### config.mk
export PLATFORM = sky130hd
export DESIGN_NAME = mem_forward
export DESIGN_NICKNAME = d
export VERILOG_FILES = /design/src/hw/mem_pkg.sv /design/src/hw/pipe_pkg.sv /design/src/hw/mem_forward.sv
export VERILOG_INCLUDE_DIRS = /design/src /design/src/hw
export SDC_FILE = /design/constraint.sdc
export NUM_CORES = 1
export LEC_CHECK = 0
export ABC_AREA = 1
export BUFFER_PORTS_ARGS = -buffer_cell sky130_fd_sc_hd__buf_2
export CAP_MARGIN = 5
export CORE_AREA = 2 2 196 198
export DETAILED_ROUTE_END_ITERATION = 10
export DIE_AREA = 0 0 198 200
export PLACE_DENSITY = 0.36
export SLEW_MARGIN = 40
export SYNTH_ARGS = -nofsm -noshare
export SYNTH_HDL_FRONTEND = slang
export SYNTH_SLANG_ARGS = --single-unit
### constraint.sdc
create_clock -name vclk -period 2.19
set_input_delay 0.438 -clock vclk [all_inputs]
set_output_delay 0.438 -clock vclk [all_outputs]
set_load 0.01 [all_outputs]
### src/hw/mem_stage_settings.svh
// width and depth macros for the memory stage
`ifndef MEM_STAGE_SETTINGS_SVH
`define MEM_STAGE_SETTINGS_SVH

// ====================
// datapath
// ====================
`define MEM_XLEN        32

// data SRAM word-address bits
`define MEM_DEPTH_LOG2  10

// ====================
// register indices
// ====================
`define MEM_GPR_IDX_W   5

// short csr index used by the forwarding path
`define MEM_CSR_IDX_W   2

`endif
### src/hw/mem_pkg.sv
// memory-side types: access size encoding, bus request and bus response
`include "mem_stage_settings.svh"

package mem_pkg;

    // ====================
    // access size
    // ====================
    // the _u variants zero-extend on load
    typedef enum logic [2:0] {
        size_byte   = 3'd0,
        size_half   = 3'd1,
        size_word   = 3'd2,
        size_byte_u = 3'd3,
        size_half_u = 3'd4
    } mem_size_e;

    // ====================
    // bus
    // ====================
    // requester holds req until granted
    typedef struct packed {
        logic                     req;
        logic                     we;
        logic [`MEM_XLEN/8-1:0]   be;
        logic [`MEM_XLEN-1:0]     addr;
        logic [`MEM_XLEN-1:0]     wdata;
    } bus_req_t;

    // rvalid is a one-cycle pulse, one cycle after the read grant
    typedef struct packed {
        logic                     rvalid;
        logic [`MEM_XLEN-1:0]     rdata;
    } bus_rsp_t;

endpackage

### src/hw/pipe_pkg.sv
// pipeline-side types: MEM stage bundles, WB forwarding, source registers, stalls
`include "mem_stage_settings.svh"

package pipe_pkg;

    // ====================
    // EX/MEM register
    // ====================
    typedef struct packed {
        logic                       commit;
        logic [`MEM_XLEN-1:0]       pc;
        logic [`MEM_XLEN-1:0]       inst;
        logic [`MEM_XLEN-1:0]       alu_out;
        logic [`MEM_XLEN-1:0]       csr_out;
        logic [`MEM_GPR_IDX_W-1:0]  rd;
        logic [`MEM_XLEN-1:0]       rs2_data;
        logic [`MEM_CSR_IDX_W-1:0]  csr_rd;
        logic                       write_gpr;
        logic                       write_csr;
        logic                       mem_to_reg;
        logic                       write_mem;
        mem_pkg::mem_size_e         size;
        logic                       halt;
        logic                       op_valid;
        logic                       alu_valid;
    } mem_in_t;

    // towards writeback, store fields dropped
    typedef struct packed {
        logic                       commit;
        logic [`MEM_XLEN-1:0]       pc;
        logic [`MEM_XLEN-1:0]       inst;
        logic [`MEM_XLEN-1:0]       alu_out;
        logic [`MEM_XLEN-1:0]       csr_out;
        logic [`MEM_XLEN-1:0]       rdata;
        logic [`MEM_GPR_IDX_W-1:0]  rd;
        logic [`MEM_CSR_IDX_W-1:0]  csr_rd;
        logic                       write_gpr;
        logic                       write_csr;
        logic                       mem_to_reg;
        logic                       halt;
        logic                       op_valid;
        logic                       alu_valid;
    } mem_out_t;

    // ====================
    // forwarding
    // ====================
    typedef struct packed {
        logic [`MEM_GPR_IDX_W-1:0]  rd;
        logic [`MEM_CSR_IDX_W-1:0]  csr_rd;
        logic                       write_gpr;
        logic                       write_csr;
        logic [`MEM_XLEN-1:0]       rd_data;
        logic [`MEM_XLEN-1:0]       csr_data;
    } wb_fwd_t;

    typedef struct packed {
        logic [`MEM_GPR_IDX_W-1:0]  rs1;
        logic [`MEM_GPR_IDX_W-1:0]  rs2;
        logic [`MEM_CSR_IDX_W-1:0]  csr_rs;
    } src_regs_t;

    typedef struct packed {
        logic [`MEM_XLEN-1:0]       rs1_data;
        logic [`MEM_XLEN-1:0]       rs2_data;
        logic [`MEM_XLEN-1:0]       csr_data;
        logic                       rs1_hazard;
        logic                       rs2_hazard;
        logic                       csr_hazard;
    } fwd_t;

    typedef struct packed {
        logic                       stall_if;
        logic                       stall_id;
        logic                       stall_ex;
        logic                       stall_me;
    } stall_t;

endpackage

### src/hw/mem_forward.sv
// forwarding muxes, hazard flags and stall generation
`timescale 1ns/1ps
`include "mem_stage_settings.svh"

module mem_forward (
    input  pipe_pkg::mem_in_t     mem_in,
    input  pipe_pkg::wb_fwd_t     wb_fwd,
    input  pipe_pkg::src_regs_t   id_src,
    input  pipe_pkg::src_regs_t   ex_src,
    input  logic [`MEM_XLEN-1:0]  load_data,
    input  logic                  ldst_busy,
    output pipe_pkg::fwd_t        fwd_ex,
    output pipe_pkg::fwd_t        fwd_id,
    output pipe_pkg::stall_t      stall
);

    logic [`MEM_XLEN-1:0] mem_gpr_data;

    // {hit, data} for one gpr source, MEM before WB, x0 never matches
    function automatic logic [`MEM_XLEN:0] pick_gpr(
        input logic [`MEM_GPR_IDX_W-1:0]  rs,
        input pipe_pkg::mem_in_t          me,
        input logic [`MEM_XLEN-1:0]       me_data,
        input pipe_pkg::wb_fwd_t          wb
    );
        logic [`MEM_XLEN:0] res;
        res = '0;
        if (rs != '0) begin
            if (me.write_gpr && me.rd == rs) begin
                res = {1'b1, me_data};
            end else if (wb.write_gpr && wb.rd == rs) begin
                res = {1'b1, wb.rd_data};
            end
        end
        return res;
    endfunction

    function automatic pipe_pkg::fwd_t resolve(
        input pipe_pkg::src_regs_t  src,
        input pipe_pkg::mem_in_t    me,
        input logic [`MEM_XLEN-1:0] me_data,
        input pipe_pkg::wb_fwd_t    wb
    );
        pipe_pkg::fwd_t f;
        f = '0;
        {f.rs1_hazard, f.rs1_data} = pick_gpr(src.rs1, me, me_data, wb);
        {f.rs2_hazard, f.rs2_data} = pick_gpr(src.rs2, me, me_data, wb);
        // csr index 0 is a real csr
        if (me.write_csr && me.csr_rd == src.csr_rs) begin
            f.csr_hazard = 1'b1;
            f.csr_data   = me.csr_out;
        end else if (wb.write_csr && wb.csr_rd == src.csr_rs) begin
            f.csr_hazard = 1'b1;
            f.csr_data   = wb.csr_data;
        end
        return f;
    endfunction

    // ====================
    // outputs
    // ====================
    assign mem_gpr_data = mem_in.mem_to_reg ? load_data : mem_in.alu_out;

    assign fwd_ex = resolve(ex_src, mem_in, mem_gpr_data, wb_fwd);
    assign fwd_id = resolve(id_src, mem_in, mem_gpr_data, wb_fwd);

    // whole front end waits on the data bus
    assign stall = '{stall_if: ldst_busy, stall_id: ldst_busy,
                     stall_ex: ldst_busy, stall_me: ldst_busy};

endmodule

Word level (Yosys, flattened, before mapping)
Cells that the tools add are included.
{"block": "word_totals", "ff_bits": 0}
{"block": "classes", "eq_ne": 12, "reduce_logical": 16, "muxes": 21}
{"op": "$mux W33", "count": 12}
{"op": "$mux W32", "count": 5}
{"op": "$eq A5 B5 Y1", "count": 8}
{"op": "$reduce_bool A5 Y1", "count": 4}
{"op": "$logic_and A1 B1 Y1", "count": 12}
{"op": "$eq A2 B2 Y1", "count": 4}
{"op": "$mux W1", "count": 4}

Longest topological paths before layout
{"block": "logic_depth", "ltp_word": 5, "mapped_depth": 11, "mapped_depth_nobuf": 10}

Worst setup path before layout
Ideal clock, no wire load.
{"block": "synth_path", "kind": "input-to-output", "startpoint": "in mem_in[47] (netlist name)", "endpoint": "out fwd_id[58] (netlist name)", "t_arrival_ns": 1.535, "path_slack_ns": 0.217, "n_path_buf": 1, "stages": 7, "cell_sequence": "or2_1 -> a21oi_2 -> nand3_2 -> nand2_2 -> nand2_4 -> buf_4 -> nor2_1"}
{"element": "from (decl)", "line": "mem_forward.sv:6", "source": "input pipe_pkg::mem_in_t mem_in,"}
{"element": "to (decl)", "line": "mem_forward.sv:13", "source": "output pipe_pkg::fwd_t fwd_id,"}

==> flow_metrics.tcl <==
set metrics [dict create \
    rows 71 \
    ir_drop_mv 0.0705 \
    grt_overflow 0 \
    synth_top_family_by_area "simple AND/OR/NAND/NOR gates" \
    ys_top_cells_by_area "nand2_1, nand4_1, nor2_1, o21ai_0, inv_1" \
    fillCellCount 4228 \
    synth-xor-area-share_pct 1.67 \
    worstSetupEndpointType "output port" \
    required_ps 1750 \
    synth_fa_ha_area_share_pct 0 \
    gp_congestion 0.842 \
    synth.distinct_cells 28 \
    crit_family "simple AND/OR/NAND/NOR gates" \
    slew_violations 0 \
    syn_area_per_cell_um2 4.39 \
    syn-instance-count 1073 \
    p_int_uw 969 \
    finalWirelength_um 41800 \
    worst_pin_slew_ps 454 \
    status "finished, violations left" \
    firstDrtPassIters 5 \
    cp-startpoint "mem_in[48]" \
    seq_cells 0 \
    synth_nets 1381 \
    via_per_inst 4.43 \
    critical_path_depth 12 \
    cp_max_fo 8 \
    fin_nets 1873 \
    critPathBufInv 5 \
    p_sw_share_pct 56.6 \
    area_delta_synth_final_pct 141 \
    maxSlewHeadroom_pct 69.4 \
    regArea_um2 0 \
    p_comb_share_pct 100.0 \
    synth.top_cell.area_share_pct 32.6 \
    layout-drive-gt1-share_pct 51.8 \
    period_share_pct 103 \
    grt_pass1_vias 8538 \
    violations "negative setup slack" \
    synthSimpleGateAreaFrac_pct 65.3 \
    synth-compound-area-share_pct 14.0 \
    routedWlPerCell_um 20.1 \
    rsz0062_at_grt "true" \
    seqPwrFrac_pct 0 \
    synthTopCellsByCount "nand2_1, nor2_1, inv_1, o21ai_0, nand4_1" \
    antenna_found_initial 4 \
    yosysSeqAreaShare_pct 0 \
    grtUsageTotal_pct 18.5 \
    hp-class "input pin to output port" \
    fin_crit_ps 2260 \
    start_kind "input pin" \
    syn_area_um2 4710 \
    setup_viol_count_final 81 \
    maxCapViolations 0 \
    boundaryPins 510 \
    dpl.hpwl_um 27800 \
    synth_mux_area_share_pct 0 \
    leakage_uw 0.00590 \
    grt_pass1_wl_um 54800 \
    vias 9189 \
    dieHeight_um 200 \
    cp_slowest_cell "buf_16" \
    start_util_pct 12.6 \
    synth_top_area_cell "nand2_1" \
    post-route-util_pct 30.4 \
    detail-route-antenna-nets 0 \
    portBuffers 401 \
    path_class "input pin to output port" \
    p_switching_uw 1260 \
    max_freq_mhz 443 \
    p_per_area_nw_per_um2 197 \
    fp.coreArea_um2 37400 \
    yosysMostFrequentCell "nand2_1" \
    drc 0 \
    clock_buffers 0 \
    place_ws_ps -418 \
    yosysWarnings 0 \
    grt_max_degree 41 \
    critical_path.max_stage_delay_ps 200 \
    drt_iter0_drc 467 \
    crit_chain "buf_12, buf_8, nand2_2, nand2_2, nor2_2, buf_4, nand3_4, nand2_4, nand2_8, buf_16, nor2_4, buf_6" \
    finalHoldViolCount 0 \
    fp.dieW_um 198 \
    final.setup.worst_slack_ps -65.2 \
    crit_top_cell "nand2_2" \
    critical_path_arrival_ps 1820 \
    die-area_um2 39600 \
    p_clk_share_pct 0 \
    endpoint "fwd_ex[87]" \
]
[stage by stage]
| stage | setup TNS (ps) | cell area [um^2] | cells | hold slack [ps] | power (uW) |
|---|---|---|---|---|---|
| 6_report | -2070 | 11400 | 2075 | 876 | 2230 |
| 5_1_grt | -8950 | 11400 | 2074 | 876 | 2390 |
| 4_1_cts | -1930 | 9600 | 2059 | 877 | 1910 |
| 3_5_place_dp | -13770 | 8210 | 2026 | 877 | 1600 |
| 3_3_place_gp | -14770 | 8210 | 2026 | 877 | 1610 |
| 2_1_floorplan | 0 | 4710 | 1073 | 968 | 712 |
[power by group through the flow]
stage | logic (uW) | clock network [uW] | registers [uW]
2_1_floorplan | 712 | 0 | 0
3_3_place_gp | 1610 | 0 | 0
3_5_place_dp | 1600 | 0 | 0
4_1_cts | 1910 | 0 | 0
5_1_grt | 2390 | 0 | 0
6_report | 2230 | 0.0000619 | 0
[placed cells by master, fill, tap and decap left out, types with 20 or more instances in the layout]
| cell | synthesis | layout |
|---|---|---|
| nand2_2 | 3 | 41 |
| buf_12 | 0 | 38 |
| buf_6 | 5 | 136 |
| nor2_4 | 0 | 117 |
| inv_1 | 130 | 113 |
| o21ai_0 | 114 | 94 |
| buf_2 | 21 | 273 |
| nor2_2 | 2 | 20 |
| nand3_1 | 41 | 35 |
| nand2_1 | 409 | 363 |
| nand4_1 | 99 | 99 |
| buf_4 | 5 | 95 |
[worst min-delay path by stage]
stage / slack [ps] / start / to / depth (start not counted)
final: 880 / ldst_busy / stall[0] / 0
after detailed placement: 880 / ldst_busy / stall[0] / 0
after global placement: 880 / ldst_busy / stall[0] / 0
after floorplan: 970 / ldst_busy / stall[0] / 1
after CTS: 880 / ldst_busy / stall[0] / 0
after global routing: 880 / ldst_busy / stall[0] / 0
[metal layers]
layer	wire length (um)	up-vias	global-route usage, %
li1	-	4396	-
met1	16900	4246	22.9
met2	20900	477	34.5
met3	2970	70	2.57
met4	1030	0	2.98
met5	0	-	0
[cell families (layout without fill, tap and decap cells)]
family	count (synthesis)	in the layout
AO/OA/AOI/OAI	128	128
XOR/XNOR	9	9
buffers and inverters	217	707
other	0	1
AND/OR/NAND/NOR	719	719
[layout make-up]
cell class | instances | area (um^2) | area share (%)
tap | 511 | 639 | 5.63
timing repair buffer | 572 | 5090 | 44.8
antenna | 1 | 2.50 | 0.0220
multi-input combinational | 856 | 5070 | 44.7
inverter | 135 | 552 | 4.86
[repair_timing]
action                     in CTS  in global routing
buffers inserted               22                  7
hold buffers                    0                  0
pin swaps                      36                 97
resized for setup             255                360
cloned                         14                 14
setup endpoints to repair     132                142
No activity file was read; power rests on OpenSTA's default activity.
