==> config.mk <==
export PLATFORM = sky130hd
export DESIGN_NAME = mem_bus_arbiter
export DESIGN_NICKNAME = d
export VERILOG_FILES = /design/src/hw/mem_pkg.sv /design/src/hw/mem_bus_arbiter.sv
export VERILOG_INCLUDE_DIRS = /design/src /design/src/hw
export SDC_FILE = /design/constraint.sdc
export NUM_CORES = 1
export LEC_CHECK = 0
export ABC_CLOCK_PERIOD_IN_PS = 800
export BUFFER_PORTS_ARGS = -buffer_cell sky130_fd_sc_hd__buf_2
export CORE_AREA = 2 2 121 123
export DETAILED_ROUTE_END_ITERATION = 16
export DIE_AREA = 0 0 123 125
export HOLD_SLACK_MARGIN = 0.1
export PLACE_DENSITY = 0.49
export SLEW_MARGIN = 30
export SYNTH_ARGS = -nofsm -noshare
export SYNTH_HDL_FRONTEND = slang
export SYNTH_SLANG_ARGS = --single-unit
==> constraint.sdc <==
create_clock -name clk -period 0.8 [get_ports clk]
set_input_delay 0.12 -clock clk [delete_from_list [all_inputs] [get_ports clk]]
set_output_delay 0.12 -clock clk [all_outputs]
set_load 0.02 [all_outputs]
==> src/hw/mem_stage_settings.svh <==
// width and depth macros for the memory stage
`ifndef MEM_STAGE_SETTINGS_SVH
`define MEM_STAGE_SETTINGS_SVH

// ====================
// datapath
// ====================
`define MEM_XLEN        32

// data SRAM word-address bits
`define MEM_DEPTH_LOG2  10

// ====================
// register indices
// ====================
`define MEM_GPR_IDX_W   5

// short csr index used by the forwarding path
`define MEM_CSR_IDX_W   2

`endif
==> src/hw/mem_pkg.sv <==
// memory-side types: access size encoding, bus request and bus response
`include "mem_stage_settings.svh"

package mem_pkg;

    // ====================
    // access size
    // ====================
    // the _u variants zero-extend on load
    typedef enum logic [2:0] {
        size_byte   = 3'd0,
        size_half   = 3'd1,
        size_word   = 3'd2,
        size_byte_u = 3'd3,
        size_half_u = 3'd4
    } mem_size_e;

    // ====================
    // bus
    // ====================
    // requester holds req until granted
    typedef struct packed {
        logic                     req;
        logic                     we;
        logic [`MEM_XLEN/8-1:0]   be;
        logic [`MEM_XLEN-1:0]     addr;
        logic [`MEM_XLEN-1:0]     wdata;
    } bus_req_t;

    // rvalid is a one-cycle pulse, one cycle after the read grant
    typedef struct packed {
        logic                     rvalid;
        logic [`MEM_XLEN-1:0]     rdata;
    } bus_rsp_t;

endpackage

==> src/hw/mem_bus_arbiter.sv <==
// fixed-priority arbiter between load/store unit and fetch port
`timescale 1ns/1ps
`include "mem_stage_settings.svh"

module mem_bus_arbiter (
    input  logic                  clk,
    input  logic                  rst_n,
    input  mem_pkg::bus_req_t     lsu_req,
    input  mem_pkg::bus_req_t     fetch_req_bus,
    input  logic [`MEM_XLEN-1:0]  sram_rdata,
    output logic                  lsu_gnt,
    output mem_pkg::bus_rsp_t     lsu_rsp,
    output mem_pkg::bus_rsp_t     fetch_rsp,
    output mem_pkg::bus_req_t     sram_req
);

    logic fetch_gnt;
    logic lsu_rd_q;
    logic fetch_rd_q;

    // load/store always wins
    assign lsu_gnt   = lsu_req.req;
    assign fetch_gnt = fetch_req_bus.req & ~lsu_req.req;

    always_comb begin
        sram_req = '0;
        if (lsu_gnt) begin
            sram_req = lsu_req;
        end else if (fetch_gnt) begin
            sram_req = fetch_req_bus;
        end
    end

    // ====================
    // read return
    // ====================
    // remember who owns next cycle's rdata
    always_ff @(posedge clk) begin
        if (!rst_n) begin
            lsu_rd_q   <= 1'b0;
            fetch_rd_q <= 1'b0;
        end else begin
            lsu_rd_q   <= lsu_gnt & ~lsu_req.we;
            fetch_rd_q <= fetch_gnt & ~fetch_req_bus.we;
        end
    end

    assign lsu_rsp   = '{rvalid: lsu_rd_q, rdata: sram_rdata};
    assign fetch_rsp = '{rvalid: fetch_rd_q, rdata: sram_rdata};

    // a waiting fetch keeps its request up
    a_fetch_hold: assert property (@(posedge clk) disable iff (!rst_n)
        fetch_req_bus.req && !fetch_gnt |=> fetch_req_bus.req);

endmodule

# ---- Word level (Yosys, flattened, before mapping)
# Cells that the tools add are included.
# Widths: inputs -> output; s select.
dict set report classes {
  n_bitwise 6
  mux 2
}
# cell count
set ops {}
lappend ops {{$mux 70} 2}
lappend ops {{$and 1x1->1} 3}
lappend ops {{$not 1->1} 3}
dict set report word_totals {
  ff_bits 2
  elab_cells 10
}

# ---- Logic depth before layout (Yosys ltp)
# Gate-level depths: netlist of run 1.
dict set report logic_depth {
  word_depth 4
  ltp_mapped 5
}

# ---- Worst setup path before layout of run 1
# Ideal clock, no wire load.
dict set report synth_path {
  kind {input to output}
  start {in lsu_req[69] (netlist bit)}
  end {out sram_req[10] (netlist bit)}
  path_slack_ns -0.184
  t_arrival_ns 0.864
  cell_stages 5
  cell_sequence {buf_4 -> nor2b_2 -> buf_6 -> buf_4 -> a22o_1}
}
# item line
set synth_rtl {}
lappend synth_rtl {{start, declared} mem_bus_arbiter.sv:8} ;# input mem_pkg::bus_req_t lsu_req,
lappend synth_rtl {{end, declared} mem_bus_arbiter.sv:14} ;# output mem_pkg::bus_req_t sram_req

==> qor.yml, run 1 <==
synth.yosys.seq_area_share: 0.0312
syn-num-nets: 332
max_cap_violations: 0
crit_chain: "buf_8 > nor2b_4 > buf_12 > buf_12 > a22o_1 > buf_6"
setup_violations: 71
startpoint_type: "primary input"
cell_at_the_root_of_the_clock_tree: "sky130_fd_sc_hd__clkbuf_16"
avgSynthCellArea_um2: 8.12
switchingPower_mw: 1.03
detailed_routing_iteration_count_for_the_pre_antenna_repair_pass: 4
peakVddDrop_uv: 549
route.antenna.remaining_nets: 0
synth_cells: 158
cpMostUsedCell: "sky130_fd_sc_hd__buf_12"
fp-row-count: 44
timing.setup.critical_path_class: "primary input to primary output"
place_congestion: 0.678
post-route-worst-setup-slack_ps: -341
die_area_mm2: 0.0154
netlist_area_mm2: 0.00128
failing_checks: "negative setup slack"
max_slew.worst_pin.slew_ps: 272
worstHoldPathType: "primary input to register"
pre_cts_slack_ps: -400
p_sw_frac: 0.355
worstPathArrival_ps: 1020
dp.final_hpwl_mm: 6.03
postLayoutCoreUtil: 0.205
grt_first_pass_wirelength_mm: 10.2
sequentialPowerShare: 0.036
fmax_ghz: 0.877
drc: 0
finalWirelength_mm: 7.97
final.fill_count: 1539
hold_depth: 2
cts-root-to-sink-buffers: 2
tritoncts: "built"
via_density_per_instance: 3.78
synth-warning-count: 0
fin_crit_sh: 1.43
slew_headroom: 0.819
synth_cell_type_count: 9
antenna_violations_before_repair: 3
critical-path-max-stage-delay_ps: 210
p_r_area_growth_vs_syn_pct: 127
critical_path.slowest_cell: "sky130_fd_sc_hd__nor2b_4"
synth.ff_latch_count: 2
power_density_mw_per_mm2: 990
track_usage: 0.0885
numClockSinks: 2
die_h_um: 125
first_global_vias: 1822
grt_remaining_overflow: 0
hold_path.startpoint: "rst_n"
drive_gt1_frac: 0.801
pwr-share-comb: 0.697
io-pin-count: 311
htreeDepth: 1
critical_path_end_type: "primary output"
min_to: "lsu_rd_q$_SDFF_PN0_"
final-instance-count-excl-fill: 492
floorplan.core_area_mm2: 0.0142
report.final.slew_viol_count: 0
cts.reportedPaths.clkPinSlew_ps: 30
run_status: "finished, violations left"
starting_density_of_the_core: 0.0903
detail_route.iter0.violations: 32
layout.area.seq_um2: 40.0
detail_route.wl_per_cell_um: 16.2
finalPower_mw: 2.89
internal-power_mw: 1.86
grt_setup_unrepaired: "true"
grt_start_max_net_pins: 46
place_inst: 477
power_leakage_nw: 1.51
worstPathMaxFanout: 7
nNetsFinal: 482
clock_power_share: 0.267
multi_input_combinational_cell_area_um2: 747
chipWidth_um: 123
hold_violations: 0
cts-buffers-inserted: 3
port-buffer-count: 214
worstPathRequired_ps: 680
num_vias: 1858
finalWorstPathRequiredPeriod_ps: 1140
==> cell families after synthesis <==
family,share of synthesized area
DFF,0.0312
and+or+nand+nor,0.0254
AOI/OAI and AO/OA,0.471
buffers and inverters,0.472
==> worst max-delay path: cells and delay by family <==
kind            cells  cell delay, ps
simple gates        1             210
buf+inv             4             520
compound gates      1             160
==> cells in the final DEF (no fill, tap or decap), drive strengths merged <==
cell	instances
clkbuf	4
buf	227
dfxtp	2
nor2b	1
diode	2
a22o	69
and3b	2
or2	1
==> flip-flops by register name, indices dropped and copies added, names as in the netlist <==
register / count
fetch_rd_q: 1
lsu_rd_q: 1
==> power by group through the flow <==
stage          sequential [mW]  combinational (mW)  clock [mW]
6_report                 0.105                2.01       0.771
5_1_grt                  0.105                2.12       0.786
4_1_cts                  0.104                1.95       0.784
3_5_place_dp             0.106                1.48           0
3_3_place_gp             0.106                1.46           0
2_1_floorplan            0.106                1.29           0
==> Yosys cell counts <==
master | count | area (um2)
sky130_fd_sc_hd__buf_6 | 2 | 22.5
sky130_fd_sc_hd__or2_2 | 1 | 6.26
sky130_fd_sc_hd__and3b_1 | 2 | 17.5
sky130_fd_sc_hd__clkbuf_1 | 6 | 22.5
sky130_fd_sc_hd__dfxtp_1 | 2 | 40.0
sky130_fd_sc_hd__a22o_1 | 69 | 604
sky130_fd_sc_hd__buf_4 | 74 | 556
sky130_fd_sc_hd__buf_2 | 1 | 5.00
sky130_fd_sc_hd__nor2b_2 | 1 | 8.76
==> timing repair <==
| action | in CTS | in global routing |
|---|---|---|
| endpoints found under the hold margin | 0 | 0 |
| pin swaps | 3 | 7 |
| hold buffers | 0 | 0 |
| resized for setup | 130 | 20 |
| cloned | 6 | 1 |
| setup endpoints to repair | 71 | 73 |
| setup buffers | 3 | 0 |
==> worst max path at each step <==
stage | start | end | depth (start not counted)
floorplan | lsu_req[69] | sram_req[18] | 5
global placement | lsu_req[69] | sram_req[37] | 5
detailed placement | lsu_req[69] | sram_req[37] | 5
CTS | lsu_req[69] | sram_req[47] | 6
global route | lsu_req[69] | sram_req[47] | 6
finish | lsu_req[69] | sram_req[47] | 6
==> metrics by stage <==
step | area [um2] | hold WS [ps] | TNS [ps]
finish | 2920 | 143 | -20170
floorplan | 1400 | 276 | -8780
CTS | 2810 | 138 | -19670
global placement | 2140 | 240 | -20870
global route | 2910 | 151 | -22750
detailed placement | 2140 | 240 | -22370
==> routing by layer <==
| layer | global-route usage | vias to the layer above | part of all wire |
|---|---|---|---|
| li1 | - | 840 | - |
| met1 | 0.0928 | 849 | 0.36 |
| met2 | 0.165 | 134 | 0.51 |
| met3 | 0.0219 | 33 | 0.10 |
| met4 | 0.0354 | 2 | 0.028 |
| met5 | 0 | - | 0.0016 |
==> layout make-up <==
| cell class | instances | share of cell area |
|---|---|---|
| diodes | 2 | 0.00172 |
| clock buffers | 3 | 0.0258 |
| multi-input cells | 73 | 0.256 |
| flip-flops and latches | 2 | 0.0137 |
| well taps | 184 | 0.0790 |
| repair buffers | 228 | 0.624 |
Power figures use the tool's default switching activity.
==> inputs of run 2 (changes only) <==
==> constraint.sdc (replaced) <==
create_clock -name clk -period 0.8 [get_ports clk]
set_input_delay 0.16 -clock clk [delete_from_list [all_inputs] [get_ports clk]]
set_output_delay 0.16 -clock clk [all_outputs]
set_load 0.02 [all_outputs]
==> qor.yml, run 2 (synthesized netlist as in run 1, its figures left out) <==
run_status: "finished, violations left"
failing_checks: "negative setup slack"
slew_headroom: 0.784  # -0.0352
numClockSinks: 2  # unchanged
cell_at_the_root_of_the_clock_tree: "sky130_fd_sc_hd__clkbuf_16"
post-route-worst-setup-slack_ps: -406  # -65.7 ps
htreeDepth: 1  # unchanged
cts.reportedPaths.clkPinSlew_ps: 30  # about the same
nNetsFinal: 484  # +0.41%
cts-buffers-inserted: 3  # unchanged
num_vias: 1875  # +0.91%
starting_density_of_the_core: 0.0903  # unchanged
report.final.slew_viol_count: 0  # unchanged
port-buffer-count: 214  # unchanged
detailed_routing_iteration_count_for_the_pre_antenna_repair_pass: 4  # unchanged
drc: 0  # unchanged
io-pin-count: 311  # unchanged
route.antenna.remaining_nets: 0  # unchanged
peakVddDrop_uv: 514  # -6.4%
fp-row-count: 44  # unchanged
hold_violations: 0  # unchanged
track_usage: 0.0887  # +0.000179
worstPathArrival_ps: 1050  # +30 ps
place_inst: 479  # +0.42%
die_area_mm2: 0.0154  # unchanged
drive_gt1_frac: 0.815  # +0.0143
antenna_violations_before_repair: 0  # -3
detail_route.wl_per_cell_um: 17.1  # +5.6%
power_density_mw_per_mm2: 990  # about the same
cts-root-to-sink-buffers: 2  # unchanged
finalWorstPathRequiredPeriod_ps: 1210  # +65.7 ps
first_global_vias: 1871  # +2.7%
chipWidth_um: 123  # unchanged
worstPathRequired_ps: 640  # -40 ps
finalWirelength_mm: 8.42  # +5.6%
fmax_ghz: 0.829  # -5.4%
place_congestion: 0.770  # +13%
grt_remaining_overflow: 0  # unchanged
dpl_cell_area_mm2: 0.00217  # +1.3%
final-instance-count-excl-fill: 492  # unchanged
pre_cts_slack_ps: -490  # -89.9 ps
final_cell_area_mm2: 0.00291  # -0.21%
layout.cells.most_common: "sky130_fd_sc_hd__buf_2"
dp.final_hpwl_mm: 6.19  # +2.5%
tritoncts: "built"
setup_violations: 73  # +2.8%
detail_route.iter0.violations: 31  # -3.1%
worstHoldPathType: "primary input to register"
via_density_per_instance: 3.81  # +0.91%
grt_setup_unrepaired: "true"
max_slew.worst_pin.slew_ps: 325  # +52.7 ps
holdBufCountCts: 0  # unchanged
grt_first_pass_wirelength_mm: 10.5  # +3.3%
timing.setup.critical_path_class: "primary input to primary output"
floorplan.core_area_mm2: 0.0142  # unchanged
startpoint_type: "primary input"
worstPathMaxFanout: 30  # +23
grt_start_max_net_pins: 43  # -6.5%
fin_crit_sh: 1.51  # +0.0821
n_antenna_cell: 0  # -2
reg.largest.list: "fetch_rd_q (1), lsu_rd_q (1)"
final.fill_count: 1584  # +2.9%
critical_path_end_type: "primary output"
power_leakage_nw: 1.53  # +0.90%
most_frequent_cells_in_the_layout: "sky130_fd_sc_hd__buf_2, sky130_fd_sc_hd__buf_6, sky130_fd_sc_hd__a22o_1"
die_h_um: 125  # unchanged
max_cap_violations: 0  # unchanged
p_r_area_growth_vs_syn_pct: 127
-- run 2: worst paths after layout --
| path | cells after the start | end | startpoint |
|---|---|---|---|
| worst max-delay path | 5 | sram_req[33] | lsu_req[69] |
| worst min-delay path | 2 | fetch_rd_q$_SDFF_PN0_ | rst_n |
-- run 2: worst max-delay path, cell delays in order --
cell and delay [ps]:
sky130_fd_sc_hd__buf_12 110, sky130_fd_sc_hd__nor2b_4 210, sky130_fd_sc_hd__buf_12 220, sky130_fd_sc_hd__a22o_1 200, sky130_fd_sc_hd__buf_6 130
-- run 2: repair_timing --
item,CTS,global route
setup buffers,1,2
setup endpoints to repair,73,74
gates resized for setup,127,18
endpoints found under the hold margin,0,0
cloned,3,4
pin swaps,2,2
-- run 2: where the power goes --
group          switching [mW]  leakage, nW  internal, mW  total (mW)
registers             0.00241       0.0172         0.105       0.107
logic                   0.917         1.47          1.11        2.02
clock network           0.115       0.0370         0.636       0.751
-- run 2: final cells by class --
type | count | area (um2) | share of cell area
Clock buffer | 3 | 75.1 | 0.0258
Multi-Input combinational cell | 73 | 767 | 0.264
Sequential cell | 2 | 42.5 | 0.0146
Tap cell | 184 | 230 | 0.0791
Timing Repair Buffer | 230 | 1790 | 0.617
-- run 2: routing by layer --
metal | global-route usage | vias to the layer above | routed length, um
met4 | 0.0214 | 0 | 137
met2 | 0.174 | 149 | 4540
met3 | 0.0164 | 25 | 817
met1 | 0.0950 | 864 | 2920
met5 | 0 | - | 0
li1 | - | 837 | -
-- run 2: stage by stage --
stage / util / hold slack [ps] / setup TNS, ps / power (mW)
final: 0.205 / 217 / -25060 / 2.88
after global routing: 0.205 / 227 / -27510 / 3.02
after CTS: 0.193 / 204 / -25670 / 2.79
after detailed placement: 0.153 / 320 / -27870 / 1.64
after global placement: 0.153 / 320 / -26650 / 1.63
after floorplan: - / 316 / -14330 / 1.39
