<file path="config.mk">
export PLATFORM = sky130hd
export DESIGN_NAME = mem_lsu
export DESIGN_NICKNAME = d
export VERILOG_FILES = /design/src/hw/mem_pkg.sv /design/src/hw/pipe_pkg.sv /design/src/hw/mem_lsu.sv
export VERILOG_INCLUDE_DIRS = /design/src /design/src/hw
export SDC_FILE = /design/constraint.sdc
export NUM_CORES = 1
export LEC_CHECK = 0
export BUFFER_PORTS_ARGS = -buffer_cell sky130_fd_sc_hd__buf_4
export CAP_MARGIN = 20
export CELL_PAD_IN_SITES_DETAIL_PLACEMENT = 0
export CELL_PAD_IN_SITES_GLOBAL_PLACEMENT = 1
export CORE_AREA = 2 2 123 125
export DETAILED_ROUTE_END_ITERATION = 7
export DIE_AREA = 0 0 125 127
export GPL_TIMING_DRIVEN = 0
export PLACE_DENSITY_LB_ADDON = 0.1
export SYNTH_ARGS = -nofsm -noshare
export SYNTH_HDL_FRONTEND = slang
export SYNTH_SLANG_ARGS = --single-unit
</file>
<file path="constraint.sdc">
create_clock -name clk -period 1 [get_ports clk]
set_input_delay 0.05 -clock clk [delete_from_list [all_inputs] [get_ports clk]]
set_output_delay 0.05 -clock clk [all_outputs]
set_load 0.01 [all_outputs]
</file>
<file path="src/hw/mem_stage_settings.svh">
// width and depth macros for the memory stage
`ifndef MEM_STAGE_SETTINGS_SVH
`define MEM_STAGE_SETTINGS_SVH

// ====================
// datapath
// ====================
`define MEM_XLEN        32

// data SRAM word-address bits
`define MEM_DEPTH_LOG2  10

// ====================
// register indices
// ====================
`define MEM_GPR_IDX_W   5

// short csr index used by the forwarding path
`define MEM_CSR_IDX_W   2

`endif
</file>
<file path="src/hw/mem_pkg.sv">
// memory-side types: access size encoding, bus request and bus response
`include "mem_stage_settings.svh"

package mem_pkg;

    // ====================
    // access size
    // ====================
    // the _u variants zero-extend on load
    typedef enum logic [2:0] {
        size_byte   = 3'd0,
        size_half   = 3'd1,
        size_word   = 3'd2,
        size_byte_u = 3'd3,
        size_half_u = 3'd4
    } mem_size_e;

    // ====================
    // bus
    // ====================
    // requester holds req until granted
    typedef struct packed {
        logic                     req;
        logic                     we;
        logic [`MEM_XLEN/8-1:0]   be;
        logic [`MEM_XLEN-1:0]     addr;
        logic [`MEM_XLEN-1:0]     wdata;
    } bus_req_t;

    // rvalid is a one-cycle pulse, one cycle after the read grant
    typedef struct packed {
        logic                     rvalid;
        logic [`MEM_XLEN-1:0]     rdata;
    } bus_rsp_t;

endpackage

</file>
<file path="src/hw/pipe_pkg.sv">
// pipeline-side types: MEM stage bundles, WB forwarding, source registers, stalls
`include "mem_stage_settings.svh"

package pipe_pkg;

    // ====================
    // EX/MEM register
    // ====================
    typedef struct packed {
        logic                       commit;
        logic [`MEM_XLEN-1:0]       pc;
        logic [`MEM_XLEN-1:0]       inst;
        logic [`MEM_XLEN-1:0]       alu_out;
        logic [`MEM_XLEN-1:0]       csr_out;
        logic [`MEM_GPR_IDX_W-1:0]  rd;
        logic [`MEM_XLEN-1:0]       rs2_data;
        logic [`MEM_CSR_IDX_W-1:0]  csr_rd;
        logic                       write_gpr;
        logic                       write_csr;
        logic                       mem_to_reg;
        logic                       write_mem;
        mem_pkg::mem_size_e         size;
        logic                       halt;
        logic                       op_valid;
        logic                       alu_valid;
    } mem_in_t;

    // towards writeback, store fields dropped
    typedef struct packed {
        logic                       commit;
        logic [`MEM_XLEN-1:0]       pc;
        logic [`MEM_XLEN-1:0]       inst;
        logic [`MEM_XLEN-1:0]       alu_out;
        logic [`MEM_XLEN-1:0]       csr_out;
        logic [`MEM_XLEN-1:0]       rdata;
        logic [`MEM_GPR_IDX_W-1:0]  rd;
        logic [`MEM_CSR_IDX_W-1:0]  csr_rd;
        logic                       write_gpr;
        logic                       write_csr;
        logic                       mem_to_reg;
        logic                       halt;
        logic                       op_valid;
        logic                       alu_valid;
    } mem_out_t;

    // ====================
    // forwarding
    // ====================
    typedef struct packed {
        logic [`MEM_GPR_IDX_W-1:0]  rd;
        logic [`MEM_CSR_IDX_W-1:0]  csr_rd;
        logic                       write_gpr;
        logic                       write_csr;
        logic [`MEM_XLEN-1:0]       rd_data;
        logic [`MEM_XLEN-1:0]       csr_data;
    } wb_fwd_t;

    typedef struct packed {
        logic [`MEM_GPR_IDX_W-1:0]  rs1;
        logic [`MEM_GPR_IDX_W-1:0]  rs2;
        logic [`MEM_CSR_IDX_W-1:0]  csr_rs;
    } src_regs_t;

    typedef struct packed {
        logic [`MEM_XLEN-1:0]       rs1_data;
        logic [`MEM_XLEN-1:0]       rs2_data;
        logic [`MEM_XLEN-1:0]       csr_data;
        logic                       rs1_hazard;
        logic                       rs2_hazard;
        logic                       csr_hazard;
    } fwd_t;

    typedef struct packed {
        logic                       stall_if;
        logic                       stall_id;
        logic                       stall_ex;
        logic                       stall_me;
    } stall_t;

endpackage

</file>
<file path="src/hw/mem_lsu.sv">
// load/store unit: bus request, byte lanes, load extension
`timescale 1ns/1ps
`include "mem_stage_settings.svh"

module mem_lsu (
    input  logic                  clk,
    input  logic                  rst_n,
    input  pipe_pkg::mem_in_t     mem_in,
    input  logic                  lsu_gnt,
    input  mem_pkg::bus_rsp_t     lsu_rsp,
    output mem_pkg::bus_req_t     lsu_req,
    output logic [`MEM_XLEN-1:0]  load_data,
    output logic                  ldst_busy,
    output logic                  ld_done
);

    logic                  ld_granted_q;
    logic                  wready;
    logic [1:0]            lane;
    logic [`MEM_XLEN-1:0]  lane_data;

    assign lane = mem_in.alu_out[1:0];

    // ====================
    // request
    // ====================
    always_comb begin
        lsu_req       = '0;
        lsu_req.req   = mem_in.write_mem | (mem_in.mem_to_reg & ~ld_granted_q);
        lsu_req.we    = mem_in.write_mem;
        lsu_req.addr  = mem_in.alu_out;
        // store data moved up to its byte lane
        lsu_req.wdata = mem_in.rs2_data << {lane, 3'b000};
        case (mem_in.size)
            mem_pkg::size_byte, mem_pkg::size_byte_u: lsu_req.be = 4'b0001 << lane;
            mem_pkg::size_half, mem_pkg::size_half_u: lsu_req.be = 4'b0011 << lane;
            default:                                  lsu_req.be = 4'b1111;
        endcase
    end

    // load granted, wait for rvalid without asking again
    always_ff @(posedge clk) begin
        if (!rst_n) begin
            ld_granted_q <= 1'b0;
        end else if (ld_done) begin
            ld_granted_q <= 1'b0;
        end else if (lsu_gnt && !lsu_req.we) begin
            ld_granted_q <= 1'b1;
        end
    end

    assign wready    = mem_in.write_mem & lsu_gnt;
    assign ld_done   = ld_granted_q & lsu_rsp.rvalid;
    assign ldst_busy = (mem_in.mem_to_reg & ~ld_done) | (mem_in.write_mem & ~wready);

    // ====================
    // load extension
    // ====================
    assign lane_data = lsu_rsp.rdata >> {lane, 3'b000};

    always_comb begin
        case (mem_in.size)
            mem_pkg::size_byte:   load_data = {{(`MEM_XLEN-8){lane_data[7]}}, lane_data[7:0]};
            mem_pkg::size_byte_u: load_data = {{(`MEM_XLEN-8){1'b0}}, lane_data[7:0]};
            mem_pkg::size_half:   load_data = {{(`MEM_XLEN-16){lane_data[15]}}, lane_data[15:0]};
            mem_pkg::size_half_u: load_data = {{(`MEM_XLEN-16){1'b0}}, lane_data[15:0]};
            default:              load_data = lane_data;
        endcase
    end

    // no misaligned trap here, so the pipeline must not issue one
    a_aligned: assert property (@(posedge clk) disable iff (!rst_n)
        lsu_req.req |->
            !((mem_in.size inside {mem_pkg::size_half, mem_pkg::size_half_u}) && lane[0]) &&
            !((mem_in.size == mem_pkg::size_word) && (lane != 2'b00)));

    a_ld_st_excl: assert property (@(posedge clk) disable iff (!rst_n)
        !(mem_in.mem_to_reg && mem_in.write_mem));

endmodule

</file>
Yosys cells after proc, flatten, opt, wreduce, memory -nomap -nowiden. Cells that the tools add are included.

Flip-flop bits (word level): 1. Input port bits: 214. Output and inout port bits: 104. Word-level logic and storage cells: 27.

Equal/unequal tests: 3. Multiplexer cells: 2. Reductions and logical operators: 6. Bitwise operators: 11. Shifts and indexed selects: 4.

Operators by type and width (number): 32-bit one-hot mux with 4 select lines (1); 32-bit by 5-bit left shift with 32-bit output (1); 32-bit by 5-bit >> shifter with 32-bit output (1); 4-bit one-hot mux with 2 select lines (1); 2-bit OR reduction (3); 1-bit AND (5); 1-bit NOT (4); 1-bit by 2-bit left shift with 4-bit output (first input constant) (1); 2-bit by 2-bit left shift with 4-bit output (first input constant) (1); 3-bit by 1-bit == test with 1-bit output (second input constant) (1); 3-bit by 2-bit == test with 1-bit output (second input constant) (1); 3-bit == test (second input constant) (1); 3-bit logical NOT (1); 1-bit bitwise OR (2); 1-bit logical AND (1); 1-bit logical NOT (1).

Longest topological paths before layout.
Depth after elaboration: 4. Depth in mapped cells: 6. Depth with buffers taken out: 3.

Worst setup path after synthesis. No wires, ideal clock.

Path type: input -> output. From: input mem_in[82] in the netlist's numbering. To: output load_data[16]. Required time: 950 ps. Buffers on the path: 2. Arrival: 1122 ps. Setup slack: -172 ps. Stages: 5. Cells stage by stage: buf_6 > mux4_2 > nand3b_4 > buf_6 > o221ai_1.

Cells in the longest elaborated chain, start to end: 2.

RTL lines: start, declared (RTL line mem_lsu.sv:8) `input pipe_pkg::mem_in_t mem_in,`; 32-bit by 5-bit >> shifter with 32-bit output (RTL line mem_lsu.sv:59) `assign lane_data = lsu_rsp.rdata >> {lane, 3'b000};`; 32-bit one-hot mux with 4 select lines (RTL line mem_lsu.sv:62) `case (mem_in.size)`; end, declared (RTL line mem_lsu.sv:12) `` output logic [`MEM_XLEN-1:0] load_data, ``.

No other way between the ends.

Worst setup path after layout. Same ends and word-level chain as after synthesis.

==> flow_metrics.py <==
metrics = {
    "finish": {
        "area_growth_syn_to_layout_pct": 125.2,
        "nNetsFinal": 645,
        "diodes": 0,
        "drive_above_1_share_pct": 65.73,
        "largestRegisters": "ld_granted_q (1)",
        "largest_reg_flops": 1,
        "regMostFlops": "ld_granted_q",
    },
    "die": {
        "die_x_um": 125,
        "die_area_mm2": 0.01588,
        "dieHeight_um": 127,
        "core_mm2": 0.01442,
        "ios": 318,
        "initial_core_util_pct": 11.45,
        "rows": 44,
    },
    "global_route": {
        "antenna_found_initial": 0,
        "grt_start_max_net_pins": 11,
        "grt_pass1_wl_um": 15000,
        "overflow": 0,
        "grt_pass1_vias": 2574,
        "grt_util_all_layers_pct": 11.83,
    },
    "setup_path": {
        "r2r_cells": 3,
        "startpoint": "mem_in[82]",
        "cp.arrival_ns": 1.27,
        "r2r-end": "ld_granted_q",
        "crit_fanout": 10,
        "endpoint_kind": "output pin",
        "cp-endpoint": "load_data[16]",
        "start_kind": "input port",
        "required_ns": 0.95,
        "crit_type": "in -> out",
        "r2r_start": "ld_granted_q",
        "r2r_slack_ns": 0.20,
    },
    "synthesis": {
        "ys_seq_area_share_pct": 1.212,
        "ys_warn_count": 0,
        "synth_area_per_cell_um2": 6.969,
        "synth_seq_cells": 1,
        "syn_nets": 451,
        "netlist_instances": 237,
        "yosysUniqueCellTypes": 32,
        "synth_area_mm2": 0.001652,
    },
    "placement": {
        "place_congestion": 0.6886,
        "portBuffers": 177,
        "dpl.hpwl_um": 8375,
    },
    "drt": {
        "wl_per_cell_um": 17.09,
        "num_vias": 2490,
        "drt-pass1-iter-count": 4,
        "wl_um": 10480,
        "drc": 0,
        "drt_iter0_markers": 54,
        "ant_nets": 0,
        "via_per_inst": 4.062,
    },
    "timing": {
        "finalSetupViolCount": 50,
        "worst_slack_ns": -0.3222,
        "rsz0062_at_grt": "true",
        "drv_slew": 0,
        "setup_tns_ns": -10.25,
        "relSlewSlack_pct": 65.30,
        "fmax_ghz": 0.7563,
        "fin_crit_ns": 1.322,
        "finalClockSkew_ns": 0,
        "hold_viol": 0,
        "period_share_pct": 132.2,
        "tightest_slew_ns": 0.5199,
    },
    "status": {
        "violations": "negative setup slack",
        "outcome": "finished, violations left",
    },
    "pwr": {
        "p_per_area_mw_per_mm2": 537.7,
        "total_power_mw": 2.000,
        "ir_drop_mv": 0.2172,
        "p_leak_nw": 1.834,
    },
    "cts": {
        "path_clk_slew_ns": 0,
        "clk_latency_ns": 0,
        "holdBufCountCts": 0,
    },
    "min_path": {
        "holdCritPathClass": "in -> reg",
    },
    "job": {
        "drv_cap": 0,
    },
}
==> worst max-delay path, stage by stage <==
cell	delay, ns
buf_12	0.08
mux4_2	0.56
nand3b_4	0.16
buf_8	0.16
o221ai_2	0.10
buf_4	0.16
==> synth_stat cells <==
| master | instances | share of area [%] |
|---|---|---|
| buf_4 | 35 | 16 |
| mux2i_1 | 31 | 19 |
| o21ai_0 | 18 | 5.5 |
| nor2b_1 | 17 | 6.4 |
| a21oi_1 | 16 | 4.8 |
| a211oi_1 | 15 | 6.8 |
| nor2_1 | 12 | 2.7 |
| a2bb2oi_1 | 11 | 5.8 |
| nand2_1 | 10 | 2.3 |
| and2_1 | 9 | 3.4 |
| clkbuf_1 | 9 | 2.0 |
| buf_2 | 8 | 2.4 |
| nand3_1 | 8 | 2.4 |
| o211ai_1 | 8 | 3.6 |
| o221ai_1 | 7 | 3.7 |
| inv_1 | 5 | 1.1 |
| buf_6 | 3 | 2.0 |
| a21oi_2 | 1 | 0.53 |
| and3_1 | 1 | 0.38 |
| and3b_1 | 1 | 0.53 |
| buf_1 | 1 | 0.23 |
| dfxtp_1 | 1 | 1.2 |
| mux2_2 | 1 | 0.68 |
| mux2_4 | 1 | 0.91 |
| mux4_2 | 1 | 1.4 |
| nand2b_1 | 1 | 0.38 |
| nand3b_4 | 1 | 1.2 |
| o21a_1 | 1 | 0.45 |
| o221ai_2 | 1 | 0.91 |
| o22ai_1 | 1 | 0.38 |
| or2_2 | 1 | 0.38 |
| xor2_1 | 1 | 0.53 |
==> worst min-delay path by stage <==
stage,from,to,slack [ns],cells past startpoint
detailed placement,rst_n,ld_granted_q,0.27,2
global placement,rst_n,ld_granted_q,0.25,2
floorplan,rst_n,ld_granted_q,0.17,1
global route,rst_n,ld_granted_q,0.27,2
CTS,rst_n,ld_granted_q,0.27,2
finish,rst_n,ld_granted_q,0.26,2
==> layout by cell type, fill, tap and decap left out, types with 2 or more instances in the layout <==
| cell type | instances |
|---|---|
| buf_4 | 214 |
| mux2i_1 | 28 |
| nor2b_1 | 15 |
| buf_6 | 14 |
| a21oi_1 | 14 |
| nor2_1 | 10 |
| a211oi_1 | 10 |
| a2bb2oi_1 | 9 |
| nand2_1 | 9 |
| and2_1 | 9 |
| nand3_1 | 8 |
| o211ai_1 | 8 |
| o21ai_1 | 7 |
| buf_12 | 6 |
| o21ai_0 | 6 |
| inv_1 | 5 |
| buf_8 | 5 |
| o221ai_2 | 5 |
| o21ai_2 | 5 |
| a211oi_2 | 5 |
| o221ai_1 | 3 |
| clkbuf_2 | 2 |
| mux2_4 | 2 |
| buf_2 | 2 |
| clkbuf_16 | 2 |
| clkbuf_8 | 2 |
| a21oi_2 | 2 |
| a2bb2oi_2 | 2 |
| mux2i_2 | 2 |
==> what timing repair did <==
item	4_1_cts	5_1_grt
gates cloned	2	1
endpoints found under the setup margin	67	67
buffers inserted	5	8
gates resized for setup	55	41
pin swaps	2	6
==> cell type report <==
cell class	count	area, µm²
Buffer	55	530.5
Fill cell	1635	10700
Inverter	5	18.77
Multi-Input combinational cell	175	1386
Sequential cell	1	20.02
Tap cell	184	230.2
Timing Repair Buffer	193	1534
==> through the flow <==
stage,util (%),hold WS [ns],std cells,setup slack [ns],instance area (µm²)
2_1_floorplan,-,0.1675,237,-0.1365,1689
3_3_place_gp,22.52,0.2526,598,-0.7572,3248
3_5_place_dp,22.52,0.2659,598,-0.7960,3248
4_1_cts,24.16,0.2659,604,-0.3512,3485
5_1_grt,25.79,0.2745,613,-0.3773,3720
6_report,25.79,0.2593,613,-0.3222,3720
==> where the power goes <==
group          total (mW)  switching (mW)  leakage (nW)  internal (mW)
Sequential         0.0447         0.00162       0.00823         0.0430
Combinational        1.96           0.873          1.83           1.08
Clock                   0               0             0              0
Total                2.00           0.874          1.83           1.13
==> cells by family after synthesis <==
| logic type | share of synthesized area [%] |
|---|---|
| multiplexers | 21.74 |
| AO/OA/AOI/OAI | 32.58 |
| flip-flops | 1.212 |
| AND/OR/NAND/NOR | 20.15 |
| XOR/XNOR | 0.5304 |
| buffers and inverters | 23.79 |
==> layer usage <==
metal,global-route usage [%],vias up,routed length (µm),part of all wire [%]
met2,20.91,135,4980,48
met3,3.224,0,947,9.0
met4,0.1961,0,0,0
li1,-,1218,-,-
met1,15.33,1137,4547,43
met5,0,-,0,0
No activity file was read; power rests on OpenSTA's default activity.
